===== config.mk =====
export PLATFORM = sky130hd
export DESIGN_NAME = imuTop
export DESIGN_NICKNAME = d
export VERILOG_FILES = /design/src/common/imu_pkg.sv /design/src/hw/imu_regs.sv /design/src/hw/imu_sequencer.sv /design/src/hw/imu_top.sv /design/src/i2c/i2c_byte_master.sv
export VERILOG_INCLUDE_DIRS = /design/src /design/src/common
export SDC_FILE = /design/constraint.sdc
export NUM_CORES = 1
export LEC_CHECK = 0
export ABC_AREA = 1
export BUFFER_PORTS_ARGS = -buffer_cell sky130_fd_sc_hd__buf_2
export CAP_MARGIN = 0
export CORE_AREA = 2 2 225 182
export CTS_BUF_LIST = sky130_fd_sc_hd__clkbuf_16
export CTS_CLUSTER_SIZE = 40
export DETAILED_ROUTE_END_ITERATION = 16
export DIE_AREA = 0 0 227 184
export PLACE_DENSITY_LB_ADDON = 0.3
export SLEW_MARGIN = 40
export SYNTH_ARGS = -nofsm -noshare
export SYNTH_HDL_FRONTEND = slang
export SYNTH_SLANG_ARGS = --single-unit
export TNS_END_PERCENT = 5

===== constraint.sdc =====
create_clock -name clk -period 8.8 [get_ports clk]
set_input_delay 1.32 -clock clk [delete_from_list [all_inputs] [get_ports clk]]
set_output_delay 1.32 -clock clk [all_outputs]
set_load 0.05 [all_outputs]

===== src/common/imu_params.svh =====
`ifndef IMU_PARAMS_SVH
`define IMU_PARAMS_SVH

//////////////////////////////
// MPU-6050 device
//////////////////////////////
`define MPU_ADDR       7'h68   // AD0 tied low

`define REG_SMPLRT     8'h19   // Sample rate divider
`define REG_CONFIG     8'h1A   // FSYNC and low-pass filter
`define REG_GYRO_CFG   8'h1B
`define REG_ACCEL_CFG  8'h1C
`define REG_PWR_MGMT   8'h6B
`define REG_ACCEL_XH   8'h3B   // Start of the sample burst

`define BURST_LEN      14      // Six axes plus temperature

// Clocks per quarter SCL period
`define I2C_QUARTER    4

//////////////////////////////
// AXI4-Lite register map
//////////////////////////////
`define AXI_AW         6
`define OFS_CTRL       6'h00
`define OFS_CFG        6'h04
`define OFS_STATUS     6'h08
`define OFS_DATA0      6'h10
`define OFS_DATA1      6'h14
`define OFS_DATA2      6'h18

`endif


===== src/common/imu_pkg.sv =====
package imuPkg;

    typedef enum logic {
        opWrite,
        opRead
    } i2cOp_t;

    // One byte transfer for the I2C master
    typedef struct packed {
        i2cOp_t     op;
        logic       withStart;   // Start or repeated start first
        logic       withStop;    // Stop after the ACK bit
        logic       masterNack;  // Last byte of a read
        logic [7:0] data;
    } i2cCmd_t;

    typedef struct packed {
        logic [7:0] data;
        logic       ackErr;      // Written byte not acknowledged
    } i2cRsp_t;

    typedef struct packed {
        logic [7:0] sampleDiv;
        logic [2:0] dlpf;
        logic [1:0] gyroFs;
        logic [1:0] accelFs;
    } imuCfg_t;

    // Burst order, acX in the top bits
    typedef struct packed {
        logic signed [15:0] acX;
        logic signed [15:0] acY;
        logic signed [15:0] acZ;
        logic signed [15:0] gyX;
        logic signed [15:0] gyY;
        logic signed [15:0] gyZ;
    } imuSample_t;

    typedef enum logic [3:0] {
        sIdleReset,
        sCfgAddr,
        sCfgReg,
        sCfgData,
        sReady,
        sRdAddrW,
        sRdReg,
        sRdAddrR,
        sRdByte,
        sError
    } seqState_t;

endpackage


===== src/hw/imu_regs.sv =====
`timescale 1ns/1ps
`include "imu_params.svh"

module imuRegs
    import imuPkg::*;
(
    input  logic               clk,
    input  logic               rst,
    input  logic               awvalid_i,
    input  logic [`AXI_AW-1:0] awaddr_i,
    input  logic               wvalid_i,
    input  logic [31:0]        wdata_i,
    input  logic [3:0]         wstrb_i,
    input  logic               bready_i,
    input  logic               arvalid_i,
    input  logic [`AXI_AW-1:0] araddr_i,
    input  logic               rready_i,
    output logic               awready_o,
    output logic               wready_o,
    output logic               bvalid_o,
    output logic [1:0]         bresp_o,
    output logic               arready_o,
    output logic               rvalid_o,
    output logic [31:0]        rdata_o,
    output logic [1:0]         rresp_o,
    input  logic               busy_i,
    input  logic               ready_i,
    input  logic               error_i,
    input  imuSample_t         sample_i,
    input  logic               sampleStrobe_i,
    output imuCfg_t            cfg_o,
    output logic               trigger_o,
    output logic               reinit_o
);

    logic        idle;
    logic        wrEn;
    logic        rdEn;
    logic        ctrlWr;
    logic [7:0]  sampleCnt;
    logic [31:0] rdMux;

    assign idle   = !bvalid_o && !rvalid_o;          // Nothing waiting on the master
    assign wrEn   = idle && awvalid_i && wvalid_i;
    assign rdEn   = idle && arvalid_i && !wrEn;      // Write wins a tie
    assign ctrlWr = wrEn && (awaddr_i == `OFS_CTRL) && wstrb_i[0];

    assign awready_o = wrEn;
    assign wready_o  = wrEn;
    assign arready_o = rdEn;
    assign bresp_o   = 2'b00;                        // OKAY
    assign rresp_o   = 2'b00;

    ///////////////////////////////
    // Write channel
    ///////////////////////////////
    always_ff @(posedge clk) begin
        if (rst) begin
            bvalid_o  <= 1'b0;
            trigger_o <= 1'b0;
            reinit_o  <= 1'b0;
            cfg_o     <= '{sampleDiv: 8'h00, dlpf: 3'd1, gyroFs: 2'd0, accelFs: 2'd0};
        end else begin
            trigger_o <= ctrlWr && wdata_i[0];       // One-cycle pulses
            reinit_o  <= ctrlWr && wdata_i[1];
            if (wrEn) begin
                bvalid_o <= 1'b1;
            end else if (bready_i) begin
                bvalid_o <= 1'b0;
            end
            if (wrEn && awaddr_i == `OFS_CFG) begin
                if (wstrb_i[0]) cfg_o.sampleDiv <= wdata_i[7:0];
                if (wstrb_i[1]) begin
                    cfg_o.dlpf   <= wdata_i[10:8];
                    cfg_o.gyroFs <= wdata_i[13:12];
                end
                if (wstrb_i[2]) cfg_o.accelFs <= wdata_i[17:16];
            end
        end
    end

    always_ff @(posedge clk) begin
        if (rst) begin
            sampleCnt <= 8'd0;
        end else if (sampleStrobe_i) begin
            sampleCnt <= sampleCnt + 8'd1;            // Wraps at 256
        end
    end

    ///////////////////////////////
    // Read channel
    ///////////////////////////////
    always_comb begin
        case (araddr_i)
            `OFS_CFG:    rdMux = {14'd0, cfg_o.accelFs, 2'd0, cfg_o.gyroFs,
                                  1'b0, cfg_o.dlpf, cfg_o.sampleDiv};
            `OFS_STATUS: rdMux = {16'd0, sampleCnt, 5'd0, error_i, ready_i, busy_i};
            `OFS_DATA0:  rdMux = {sample_i.acY, sample_i.acX};
            `OFS_DATA1:  rdMux = {sample_i.gyX, sample_i.acZ};
            `OFS_DATA2:  rdMux = {sample_i.gyZ, sample_i.gyY};
            default:     rdMux = 32'd0;              // CTRL and holes
        endcase
    end

    always_ff @(posedge clk) begin
        if (rst) begin
            rvalid_o <= 1'b0;
        end else if (rdEn) begin
            rvalid_o <= 1'b1;
        end else if (rready_i) begin
            rvalid_o <= 1'b0;
        end
    end

    always_ff @(posedge clk) begin
        if (rdEn) begin
            rdata_o <= rdMux;
        end
    end

    bHeld: assert property (@(posedge clk) disable iff (rst)
        bvalid_o && !bready_i |=> bvalid_o);
    rHeld: assert property (@(posedge clk) disable iff (rst)
        rvalid_o && !rready_i |=> rvalid_o && $stable(rdata_o));

endmodule


===== src/hw/imu_sequencer.sv =====
`timescale 1ns/1ps
`include "imu_params.svh"

module imuSequencer
    import imuPkg::*;
(
    input  logic       clk,
    input  logic       rst,
    input  imuCfg_t    cfg_i,
    input  logic       trigger_i,
    input  logic       reinit_i,
    input  logic       cmdReady_i,
    input  logic       rspValid_i,
    input  i2cRsp_t    rsp_i,
    output logic       cmdValid_o,
    output i2cCmd_t    cmd_o,
    output logic       busy_o,
    output logic       ready_o,
    output logic       error_o,
    output imuSample_t sample_o,
    output logic       sampleStrobe_o
);

    localparam logic [3:0] LAST_BYTE = 4'(`BURST_LEN - 1);

    seqState_t   state;
    logic [2:0]  step;          // Config register index
    logic [3:0]  byteIdx;
    logic        waitRsp;       // Command out, result pending
    logic        reinitPend;
    logic        sending;
    logic        lastByte;
    logic [7:0]  cfgReg;
    logic [7:0]  cfgVal;
    logic [87:0] work;          // Burst bytes so far, temperature dropped

    assign sending    = state inside {sCfgAddr, sCfgReg, sCfgData,
                                      sRdAddrW, sRdReg, sRdAddrR, sRdByte};
    assign cmdValid_o = sending && !waitRsp && !reinitPend && !reinit_i;
    assign lastByte   = (byteIdx == LAST_BYTE);
    assign busy_o     = !(state inside {sReady, sError});
    assign ready_o    = state inside {sReady, sRdAddrW, sRdReg, sRdAddrR, sRdByte};
    assign error_o    = (state == sError);

    always_comb begin
        case (step)
            3'd0:    begin cfgReg = `REG_SMPLRT;    cfgVal = cfg_i.sampleDiv;             end
            3'd1:    begin cfgReg = `REG_CONFIG;    cfgVal = {5'd0, cfg_i.dlpf};          end
            3'd2:    begin cfgReg = `REG_GYRO_CFG;  cfgVal = {3'd0, cfg_i.gyroFs, 3'd0};  end
            3'd3:    begin cfgReg = `REG_ACCEL_CFG; cfgVal = {3'd0, cfg_i.accelFs, 3'd0}; end
            default: begin cfgReg = `REG_PWR_MGMT;  cfgVal = 8'h00;                       end
        endcase
    end

    always_comb begin
        cmd_o    = '0;
        cmd_o.op = opWrite;
        case (state)
            sCfgAddr, sRdAddrW: begin
                cmd_o.withStart = 1'b1;
                cmd_o.data      = {`MPU_ADDR, 1'b0};
            end
            sCfgReg: cmd_o.data = cfgReg;
            sCfgData: begin
                cmd_o.data     = cfgVal;
                cmd_o.withStop = 1'b1;
            end
            sRdReg: cmd_o.data = `REG_ACCEL_XH;
            sRdAddrR: begin
                cmd_o.withStart = 1'b1;                   // Repeated start
                cmd_o.data      = {`MPU_ADDR, 1'b1};
            end
            sRdByte: begin
                cmd_o.op         = opRead;
                cmd_o.masterNack = lastByte;
                cmd_o.withStop   = lastByte;
            end
            default: ;
        endcase
    end

    ///////////////////////////////
    // Main FSM
    ///////////////////////////////
    always_ff @(posedge clk) begin
        if (rst) begin
            state          <= sIdleReset;
            step           <= 3'd0;
            byteIdx        <= 4'd0;
            waitRsp        <= 1'b0;
            reinitPend     <= 1'b0;
            sampleStrobe_o <= 1'b0;
            sample_o       <= '0;
        end else begin
            sampleStrobe_o <= 1'b0;
            if (reinit_i) reinitPend <= 1'b1;
            if (waitRsp) begin
                if (rspValid_i) waitRsp <= 1'b0;
            end else if (cmdValid_o && cmdReady_i) begin
                waitRsp <= 1'b1;
            end

            if ((reinit_i || reinitPend) && (!waitRsp || rspValid_i)) begin
                state      <= sIdleReset;                 // Byte on the wire has ended
                reinitPend <= 1'b0;
            end else if (rspValid_i && rsp_i.ackErr) begin
                state <= sError;                          // Sticky until reinit
            end else begin
                case (state)
                    sIdleReset: begin
                        step  <= 3'd0;
                        state <= sCfgAddr;
                    end
                    sCfgAddr: if (rspValid_i) state <= sCfgReg;
                    sCfgReg:  if (rspValid_i) state <= sCfgData;
                    sCfgData: if (rspValid_i) begin
                        step  <= step + 3'd1;
                        state <= (step == 3'd4) ? sReady : sCfgAddr;
                    end
                    sReady:   if (trigger_i) state <= sRdAddrW;
                    sRdAddrW: if (rspValid_i) state <= sRdReg;
                    sRdReg:   if (rspValid_i) state <= sRdAddrR;
                    sRdAddrR: if (rspValid_i) begin
                        byteIdx <= 4'd0;
                        state   <= sRdByte;
                    end
                    sRdByte:  if (rspValid_i) begin
                        byteIdx <= byteIdx + 4'd1;
                        if (byteIdx != 4'd6 && byteIdx != 4'd7) begin
                            work <= {work[79:0], rsp_i.data};     // High byte first
                        end
                        if (lastByte) begin
                            sample_o       <= {work, rsp_i.data};
                            sampleStrobe_o <= 1'b1;
                            state          <= sReady;
                        end
                    end
                    default: ;                            // sError holds
                endcase
            end
        end
    end

    noCmdInError: assert property (@(posedge clk) disable iff (rst)
        (state == sError) |-> !cmdValid_o);

endmodule


===== src/hw/imu_top.sv =====
`timescale 1ns/1ps
`include "imu_params.svh"

module imuTop
    import imuPkg::*;
(
    input  logic               clk,
    input  logic               rst,
    input  logic               awvalid_i,
    input  logic [`AXI_AW-1:0] awaddr_i,
    input  logic               wvalid_i,
    input  logic [31:0]        wdata_i,
    input  logic [3:0]         wstrb_i,
    input  logic               bready_i,
    input  logic               arvalid_i,
    input  logic [`AXI_AW-1:0] araddr_i,
    input  logic               rready_i,
    output logic               awready_o,
    output logic               wready_o,
    output logic               bvalid_o,
    output logic [1:0]         bresp_o,
    output logic               arready_o,
    output logic               rvalid_o,
    output logic [31:0]        rdata_o,
    output logic [1:0]         rresp_o,
    input  logic               sdaI_i,
    output logic               sclO_o,
    output logic               sdaOeO_o
);

    imuCfg_t    cfg;
    imuSample_t sample;
    logic       trigger;
    logic       reinit;
    logic       busy;
    logic       ready;
    logic       error;
    logic       sampleStrobe;
    logic       cmdValid;
    logic       cmdReady;
    i2cCmd_t    cmd;
    logic       rspValid;
    i2cRsp_t    rsp;

    imuRegs u_regs (
        .clk            (clk),
        .rst            (rst),
        .awvalid_i      (awvalid_i),
        .awaddr_i       (awaddr_i),
        .wvalid_i       (wvalid_i),
        .wdata_i        (wdata_i),
        .wstrb_i        (wstrb_i),
        .bready_i       (bready_i),
        .arvalid_i      (arvalid_i),
        .araddr_i       (araddr_i),
        .rready_i       (rready_i),
        .awready_o      (awready_o),
        .wready_o       (wready_o),
        .bvalid_o       (bvalid_o),
        .bresp_o        (bresp_o),
        .arready_o      (arready_o),
        .rvalid_o       (rvalid_o),
        .rdata_o        (rdata_o),
        .rresp_o        (rresp_o),
        .busy_i         (busy),
        .ready_i        (ready),
        .error_i        (error),
        .sample_i       (sample),
        .sampleStrobe_i (sampleStrobe),
        .cfg_o          (cfg),
        .trigger_o      (trigger),
        .reinit_o       (reinit)
    );

    imuSequencer u_seq (
        .clk            (clk),
        .rst            (rst),
        .cfg_i          (cfg),
        .trigger_i      (trigger),
        .reinit_i       (reinit),
        .cmdReady_i     (cmdReady),
        .rspValid_i     (rspValid),
        .rsp_i          (rsp),
        .cmdValid_o     (cmdValid),
        .cmd_o          (cmd),
        .busy_o         (busy),
        .ready_o        (ready),
        .error_o        (error),
        .sample_o       (sample),
        .sampleStrobe_o (sampleStrobe)
    );

    i2cByteMaster u_i2c (
        .clk        (clk),
        .rst        (rst),
        .cmdValid_i (cmdValid),
        .cmd_i      (cmd),
        .sdaI_i     (sdaI_i),
        .cmdReady_o (cmdReady),
        .rspValid_o (rspValid),
        .rsp_o      (rsp),
        .sclO_o     (sclO_o),
        .sdaOeO_o   (sdaOeO_o)
    );

endmodule


===== src/i2c/i2c_byte_master.sv =====
`timescale 1ns/1ps
`include "imu_params.svh"

module i2cByteMaster
    import imuPkg::*;
(
    input  logic    clk,
    input  logic    rst,
    input  logic    cmdValid_i,
    input  i2cCmd_t cmd_i,
    input  logic    sdaI_i,
    output logic    cmdReady_o,
    output logic    rspValid_o,
    output i2cRsp_t rsp_o,
    output logic    sclO_o,
    output logic    sdaOeO_o
);

    typedef enum logic [2:0] {
        pIdle,
        pStart,
        pBit,
        pAck,
        pStop
    } phase_t;

    localparam logic [7:0] QLAST = 8'(`I2C_QUARTER - 1);

    phase_t     phase;
    logic [1:0] quarter;
    logic [7:0] qCnt;
    logic       qTick;
    logic [2:0] bitIdx;
    logic       sclHold;       // SCL level between commands
    i2cCmd_t    cur;
    logic [7:0] shift;
    logic       midQ;

    assign qTick      = (qCnt == QLAST);
    assign midQ       = quarter[0] ^ quarter[1];     // SCL high in quarters 1 and 2
    assign cmdReady_o = (phase == pIdle);

    ///////////////////////////////
    // Phase and quarter sequencing
    ///////////////////////////////
    always_ff @(posedge clk) begin
        if (rst) begin
            phase      <= pIdle;
            quarter    <= 2'd0;
            qCnt       <= 8'd0;
            bitIdx     <= 3'd0;
            sclHold    <= 1'b1;
            rspValid_o <= 1'b0;
        end else begin
            rspValid_o <= 1'b0;
            if (phase == pIdle) begin
                qCnt    <= 8'd0;
                quarter <= 2'd0;
                bitIdx  <= 3'd0;
                if (cmdValid_i) begin
                    phase <= cmd_i.withStart ? pStart : pBit;
                end
            end else begin
                qCnt <= qTick ? 8'd0 : qCnt + 8'd1;
                if (qTick) begin
                    quarter <= quarter + 2'd1;
                    if (quarter == 2'd3) begin
                        case (phase)
                            pStart: phase <= pBit;
                            pBit: begin
                                bitIdx <= bitIdx + 3'd1;
                                if (bitIdx == 3'd7) phase <= pAck;
                            end
                            pAck: begin
                                if (cur.withStop) begin
                                    phase <= pStop;
                                end else begin
                                    phase      <= pIdle;  // SCL parked low
                                    rspValid_o <= 1'b1;
                                    sclHold    <= 1'b0;
                                end
                            end
                            default: begin
                                phase      <= pIdle;      // Bus free again
                                rspValid_o <= 1'b1;
                                sclHold    <= 1'b1;
                            end
                        endcase
                    end
                end
            end
        end
    end

    // Data shifting and sampling
    always_ff @(posedge clk) begin
        if (cmdReady_o && cmdValid_i) begin
            cur   <= cmd_i;
            shift <= cmd_i.data;
        end else if (qTick && quarter == 2'd3 && phase == pBit) begin
            shift <= {shift[6:0], 1'b0};                  // Next bit while SCL low
        end
        if (qTick && quarter == 2'd2 && phase == pBit) begin
            rsp_o.data <= {rsp_o.data[6:0], sdaI_i};      // MSB first
        end
        if (qTick && quarter == 2'd2 && phase == pAck) begin
            rsp_o.ackErr <= sdaI_i && (cur.op == opWrite);
        end
    end

    always_comb begin
        sclO_o   = sclHold;
        sdaOeO_o = 1'b0;
        case (phase)
            pStart: begin
                sclO_o   = midQ;
                sdaOeO_o = quarter[1];                    // SDA falls with SCL high
            end
            pBit: begin
                sclO_o   = midQ;
                sdaOeO_o = (cur.op == opWrite) && !shift[7];
            end
            pAck: begin
                sclO_o   = midQ;
                sdaOeO_o = (cur.op == opRead) && !cur.masterNack;
            end
            pStop: begin
                sclO_o   = (quarter != 2'd0);
                sdaOeO_o = !quarter[1];                   // SDA rises with SCL high
            end
            default: ;
        endcase
    end

    sdaStable: assert property (@(posedge clk) disable iff (rst)
        sclO_o && $past(sclO_o) && (sdaOeO_o != $past(sdaOeO_o))
        |-> phase inside {pStart, pStop});
    rspPulse: assert property (@(posedge clk) disable iff (rst)
        rspValid_o |=> !rspValid_o);

endmodule


== Word-level counts from Yosys, hierarchy flattened ==
Index checks and enable logic that the tools add are counted.

* $add $sub $neg: 6
* Eq/ne operators: 51
* Muxes and demuxes: 48
* Bitwise operators: 11
* Reductions and logical operators: 76

{| class="wikitable"
|+ Operator list
! operator !! number
|-
| case mux 32 bit (5 select lines) || 1
|-
| 2-to-1 mux 4 bit || 12
|-
| case mux 8 bit (5 select lines) || 1
|-
| case mux 4 bit (9 select lines) || 1
|-
| case mux 8 bit (4 select lines) || 1
|-
| case mux 7 bit (4 select lines) || 1
|-
| logical AND 1 bit || 25
|-
| 2-to-1 mux 3 bit || 8
|-
| != test 3 x 2 -> 1 bit, second input constant || 8
|-
| AND reduction 10 bit || 2
|-
| equality test 6 x 5 -> 1 bit, second input constant || 3
|-
| != test 2 x 1 -> 1 bit, second input constant || 9
|-
| nonzero test 2 bit || 9
|-
| adder 8 x 1 -> 8 bit, second input constant || 2
|-
| equality test 4 x 3 -> 1 bit, second input constant || 4
|-
| 2-to-1 mux 8 bit || 2
|-
| AND reduction 5 bit || 3
|-
| equality test 3 x 2 -> 1 bit, second input constant || 4
|-
| equality test 4 bit, second input constant || 3
|-
| equality test 6 x 3 -> 1 bit, second input constant || 2
|-
| 2-to-1 mux 1 bit || 12
|-
| OR reduction 3 bit || 4
|-
| zero test 1 bit || 10
|-
| inverter 1 bit || 10
|-
| 36 further kinds || 55
|}

* Register bits after elaboration: 295
* Input bits: 56
* Output and inout bits: 43
* Word-level logic and storage cells: 228

== Logic depth before layout (Yosys ltp) ==
* Depth after elaboration: 8
* Depth in mapped cells: 11
* Mapped depth without buffers: 10

== Cells and area by module ==
From an unflattened synthesis, not the netlist that was laid out.

* Cells, all modules: 1370
* Area total of the unflattened synthesis: 12404.4 um^2

{| class="wikitable"
|+ By module, submodules not included
! module !! instances !! cells each !! area each (um^2) !! seq. area each (um^2)
|-
| imuSequencer || 1 || 704 || 7287.0 || 4844.6
|-
| imuRegs || 1 || 469 || 3328.2 || 1501.4
|-
| i2cByteMaster || 1 || 197 || 1789.2 || 960.9
|}

== Worst setup path before layout ==
OpenSTA, ideal clock, no wires.

* Path kind: input to register
* Start point: input rst
* End point: register u_seq.work[0] (enable)
* Setup time: 0.536 ns
* Data arrival time: 5.481 ns
* Required time: 8.264 ns
* Slack: 2.783 ns
* Cell stages on the path: 4
* Path buffers: 1
* Path through: inv_1 clkbuf_1 nand3_1 nor2_1

* Cells in the longest elaborated chain, start to end: 2

{| class="wikitable"
|+ Ends and longest elaborated chain
! what !! RTL line !! text
|-
| from (decl) || imu_top.sv:8 || <nowiki>input logic rst,</nowiki>
|-
| inverter 1 bit (no line) || n/a ||
|-
| AND reduction 6 bit (no line) || n/a ||
|-
| to (signal assigned) || imu_sequencer.sv:130 || <nowiki>work <= {work[79:0], rsp_i.data};</nowiki>
|-
| to (decl) || imu_sequencer.sv:35 || <nowiki>logic [87:0] work;</nowiki>
|}

Every way passes these cells.
A chain may end at the register's enable or synchronous reset.

== Worst setup path after layout ==
* Start point: input awvalid_i
* End point: output arready_o

* Cells in the longest elaborated chain, start to end: 4

{| class="wikitable"
|+ Ends and longest elaborated chain
! what !! RTL line !! text
|-
| from (decl) || imu_top.sv:9 || <nowiki>input logic awvalid_i,</nowiki>
|-
| logical AND 1 bit (2 in a row) || imu_regs.sv:44 || <nowiki>assign wrEn = idle && awvalid_i && wvalid_i;</nowiki>
|-
| zero test 1 bit || imu_regs.sv:45 || <nowiki>assign rdEn = idle && arvalid_i && !wrEn;</nowiki>
|-
| logical AND 1 bit || imu_regs.sv:45 ||
|-
| to (decl) || imu_top.sv:22 || <nowiki>output logic arready_o,</nowiki>
|}

Every way passes these cells.

==> results.toml <==
[placement]
pre_cts_slack_ns = 4.90
dp_hpwl_mm = 18.0
place_congestion = 0.826
placed_cells = 1855
port_buffers = 76

[worst_setup_path]
crit_path_max_fanout = 33
regToRegSetupSlack_ns = 5.70
r2r_start = "u_i2c.rspValid_o$_SDFF_PP0_"
critical_path_class = "in2out"
path_delay_family = "buffers and inverters"
cp-end-kind = "output pin"
cp_cell_sequence = "buf_2 > nand3_1 > nand3_1 > inv_1 > buf_4 > buf_2"
crit_slowest_cell = "buf_4"
worst-path-buf-inv = 4
max_stage_delay_ns = 0.40
r2r-end = "u_seq.sample_o[72]$_SDFFE_PP0P_"
reg2regPathDepth = 10
cp.arrival_ns = 2.53
cp_data_required_time_ns = 7.48
cp-start-kind = "input pin"

[sta]
setup_viol = 0
period_share_pct = 43.8
fin_ws_ns = 4.95
final.setup.tns_ns = 0
slew_headroom_pct = 46.8
report.final.hold_viol_count = 0
fmax_ghz = 0.260
finalClockSkew_ns = 0.0288
tightestPinTransition_ns = 0.798
finalCriticalPeriod_ns = 3.85
rsz0062_at_grt = "no"
slew_violations = 0

[final_layout]
area_delta_synth_final_pct = 15.0
fillers = 4041
finalNetCount = 1423
final_layout_size_suffix_gt1_share_pct = 9.67
finalNonFillerCells = 1911
n_antenna_cell = 0

[floorplanning]
fp.dieArea_um2 = 41800
io_pins = 99
die_h_um = 184
rows = 65
start_util_pct = 29.8
core_area_um2 = 39400
die_w_um = 227

[power_and_ir_drop]
power_density_nw_per_um2 = 237
p_leak_uw = 0.00517
ir_drop_mv = 0.160
power_uw = 3190

[min_path]
hold_path_depth = 0
whs_endpoint = "u_seq.work[53]$_DFFE_PP_"
hold_path.startpoint = "u_seq.work[45]$_DFFE_PP_"
hold_path_class = "reg2reg"

[grt]
grt_pass1_wl_mm = 43.7
grt_overflow = 0
grt_use_total_pct = 13.2
grt_max_degree = 101
grt_pass1_vias = 7890
antenna_found_initial = 1

[synth]
syn_area_per_cell_um2 = 9.12
synth_top_area_share_pct = 35.8
synth.most_common_cell = "nor2_1"
synth_seq_cells = 295
ys.flop_type = "dfxtp_1"
synthCells = 1286
synth_top_area_cell = "edfxtp_1"
async_reset_ff_share_pct = 0
ys_warn_count = 0
synth_enable_flop_cells = 140
yosysSeqAreaShare_pct = 62.3
synth_area_um2 = 11700
synth_common_cells = "nor2_1 (277), nand2_1 (269), dfxtp_1 (155), edfxtp_1 (140), o21ai_0 (110)"
synth_area_leaders = "edfxtp_1 (36%), dfxtp_1 (26%), nor2_1 (8.9%)"
synth_cell_types = 36

[cts]
cts_root_buffer = "clkbuf_16"
cts_made_buffers = 30
cts_tree = "yes"
cts_buffer_depth = 3
cts_resized = 0
cts_sinks = 295
cts.clk_slew.worst_paths_ns = 0.06
hold_buffers = 0
htreeDepth = 1
clock_latency_ns = 0.58
post_cts_buffers = 0

[run_status]
outcome = "completed"

[route]
drt-pass1-iter-count = 7
routed_wl_mm = 28.0
wl_per_cell_um = 14.6
vias = 8588
viasPerCell = 4.49
drtIter0Drc = 679
drc_errors = 0
final_antenna_net_count = 0

[flow_run]
maxCapViolations = 0
-- state kept, by name, indices dropped and copies added (netlist names) --
register              count
u_i2c.bitIdx              3
u_i2c.cur                 3
u_i2c.phase               3
u_i2c.qCnt                8
u_i2c.quarter             2
u_i2c.rspValid_o          1
u_i2c.rsp_o               9
u_i2c.sclHold             1
u_i2c.shift               8
u_regs.bvalid_o           1
u_regs.cfg_o             15
u_regs.rdata_o           32
u_regs.reinit_o           1
u_regs.rvalid_o           1
u_regs.sampleCnt          8
u_regs.trigger_o          1
u_seq.byteIdx             4
u_seq.reinitPend          1
u_seq.sampleStrobe_o      1
u_seq.sample_o           96
u_seq.state               4
u_seq.step                3
u_seq.waitRsp             1
u_seq.work               88
-- metrics by stage --
| stage | instance area [um2] | util [%] | hold slack [ns] |
|---|---|---|---|
| 4_1_cts | 13500 | 34.3 | 0.432 |
| 3_5_place_dp | 12600 | 31.9 | 0.426 |
| 5_1_grt | 13500 | 34.3 | 0.444 |
| 3_3_place_gp | 12600 | 31.9 | 0.425 |
| 2_1_floorplan | 11700 | - | 0.418 |
| 6_report | 13500 | 34.3 | 0.435 |
-- worst max-delay path by stage --
stage	start	to	depth (start not counted)
3_5_place_dp	awvalid_i	arready_o	6
3_3_place_gp	rst	u_seq.work[47]$_DFFE_PP_	5
2_1_floorplan	rst	u_seq.work[0]$_DFFE_PP_	4
4_1_cts	awvalid_i	arready_o	6
6_report	awvalid_i	arready_o	6
5_1_grt	awvalid_i	arready_o	6
-- cell families after synthesis --
group           synth area share (%)
compound gates                  7.60
xor+xnor                       0.149
fa+ha+maj                       1.71
buf+inv                         5.78
flops                           62.3
other cells                   0.0320
simple gates                    22.4
-- cell type report --
class                           instances  area [um2]  share of cell area [%]
Clock inverter                         26         158                    1.17
Tap cell                              536         671                    4.97
Sequential cell                       295        7310                    54.2
Inverter                              100         375                    2.78
Clock buffer                           30         751                    5.57
Multi-Input combinational cell        841        3780                    28.0
Timing Repair Buffer                   83         440                    3.27
-- metal layers --
metal / track usage, % / part of all wire (%) / wire length, um / up-vias
li1: - / - / - / 4333
met1: 19.6 / 51 / 14200 / 3982
met2: 19.9 / 42 / 11800 / 235
met3: 2.24 / 5.3 / 1470 / 36
met4: 3.48 / 1.8 / 508 / 2
met5: 0 / 0.036 / 10 / -
-- power by group --
part | switching, uW | leakage [uW] | internal [uW]
clock | 526 | 0.000476 | 646
sequential | 40.1 | 0.00254 | 1510
combinational | 344 | 0.00215 | 128
-- layout by cell type (no fill, tap or decap), types with 19 or more instances in the layout --
master       n
o21ai_0    110
buf_2       76
edfxtp_1   140
nor2_1     276
nor3_1      19
dfxtp_1    155
nand2_1    269
inv_1      104
clkbuf_16   30
nand3_1     51
a21oi_1     36
No activity file was read; power rests on OpenSTA's default activity.
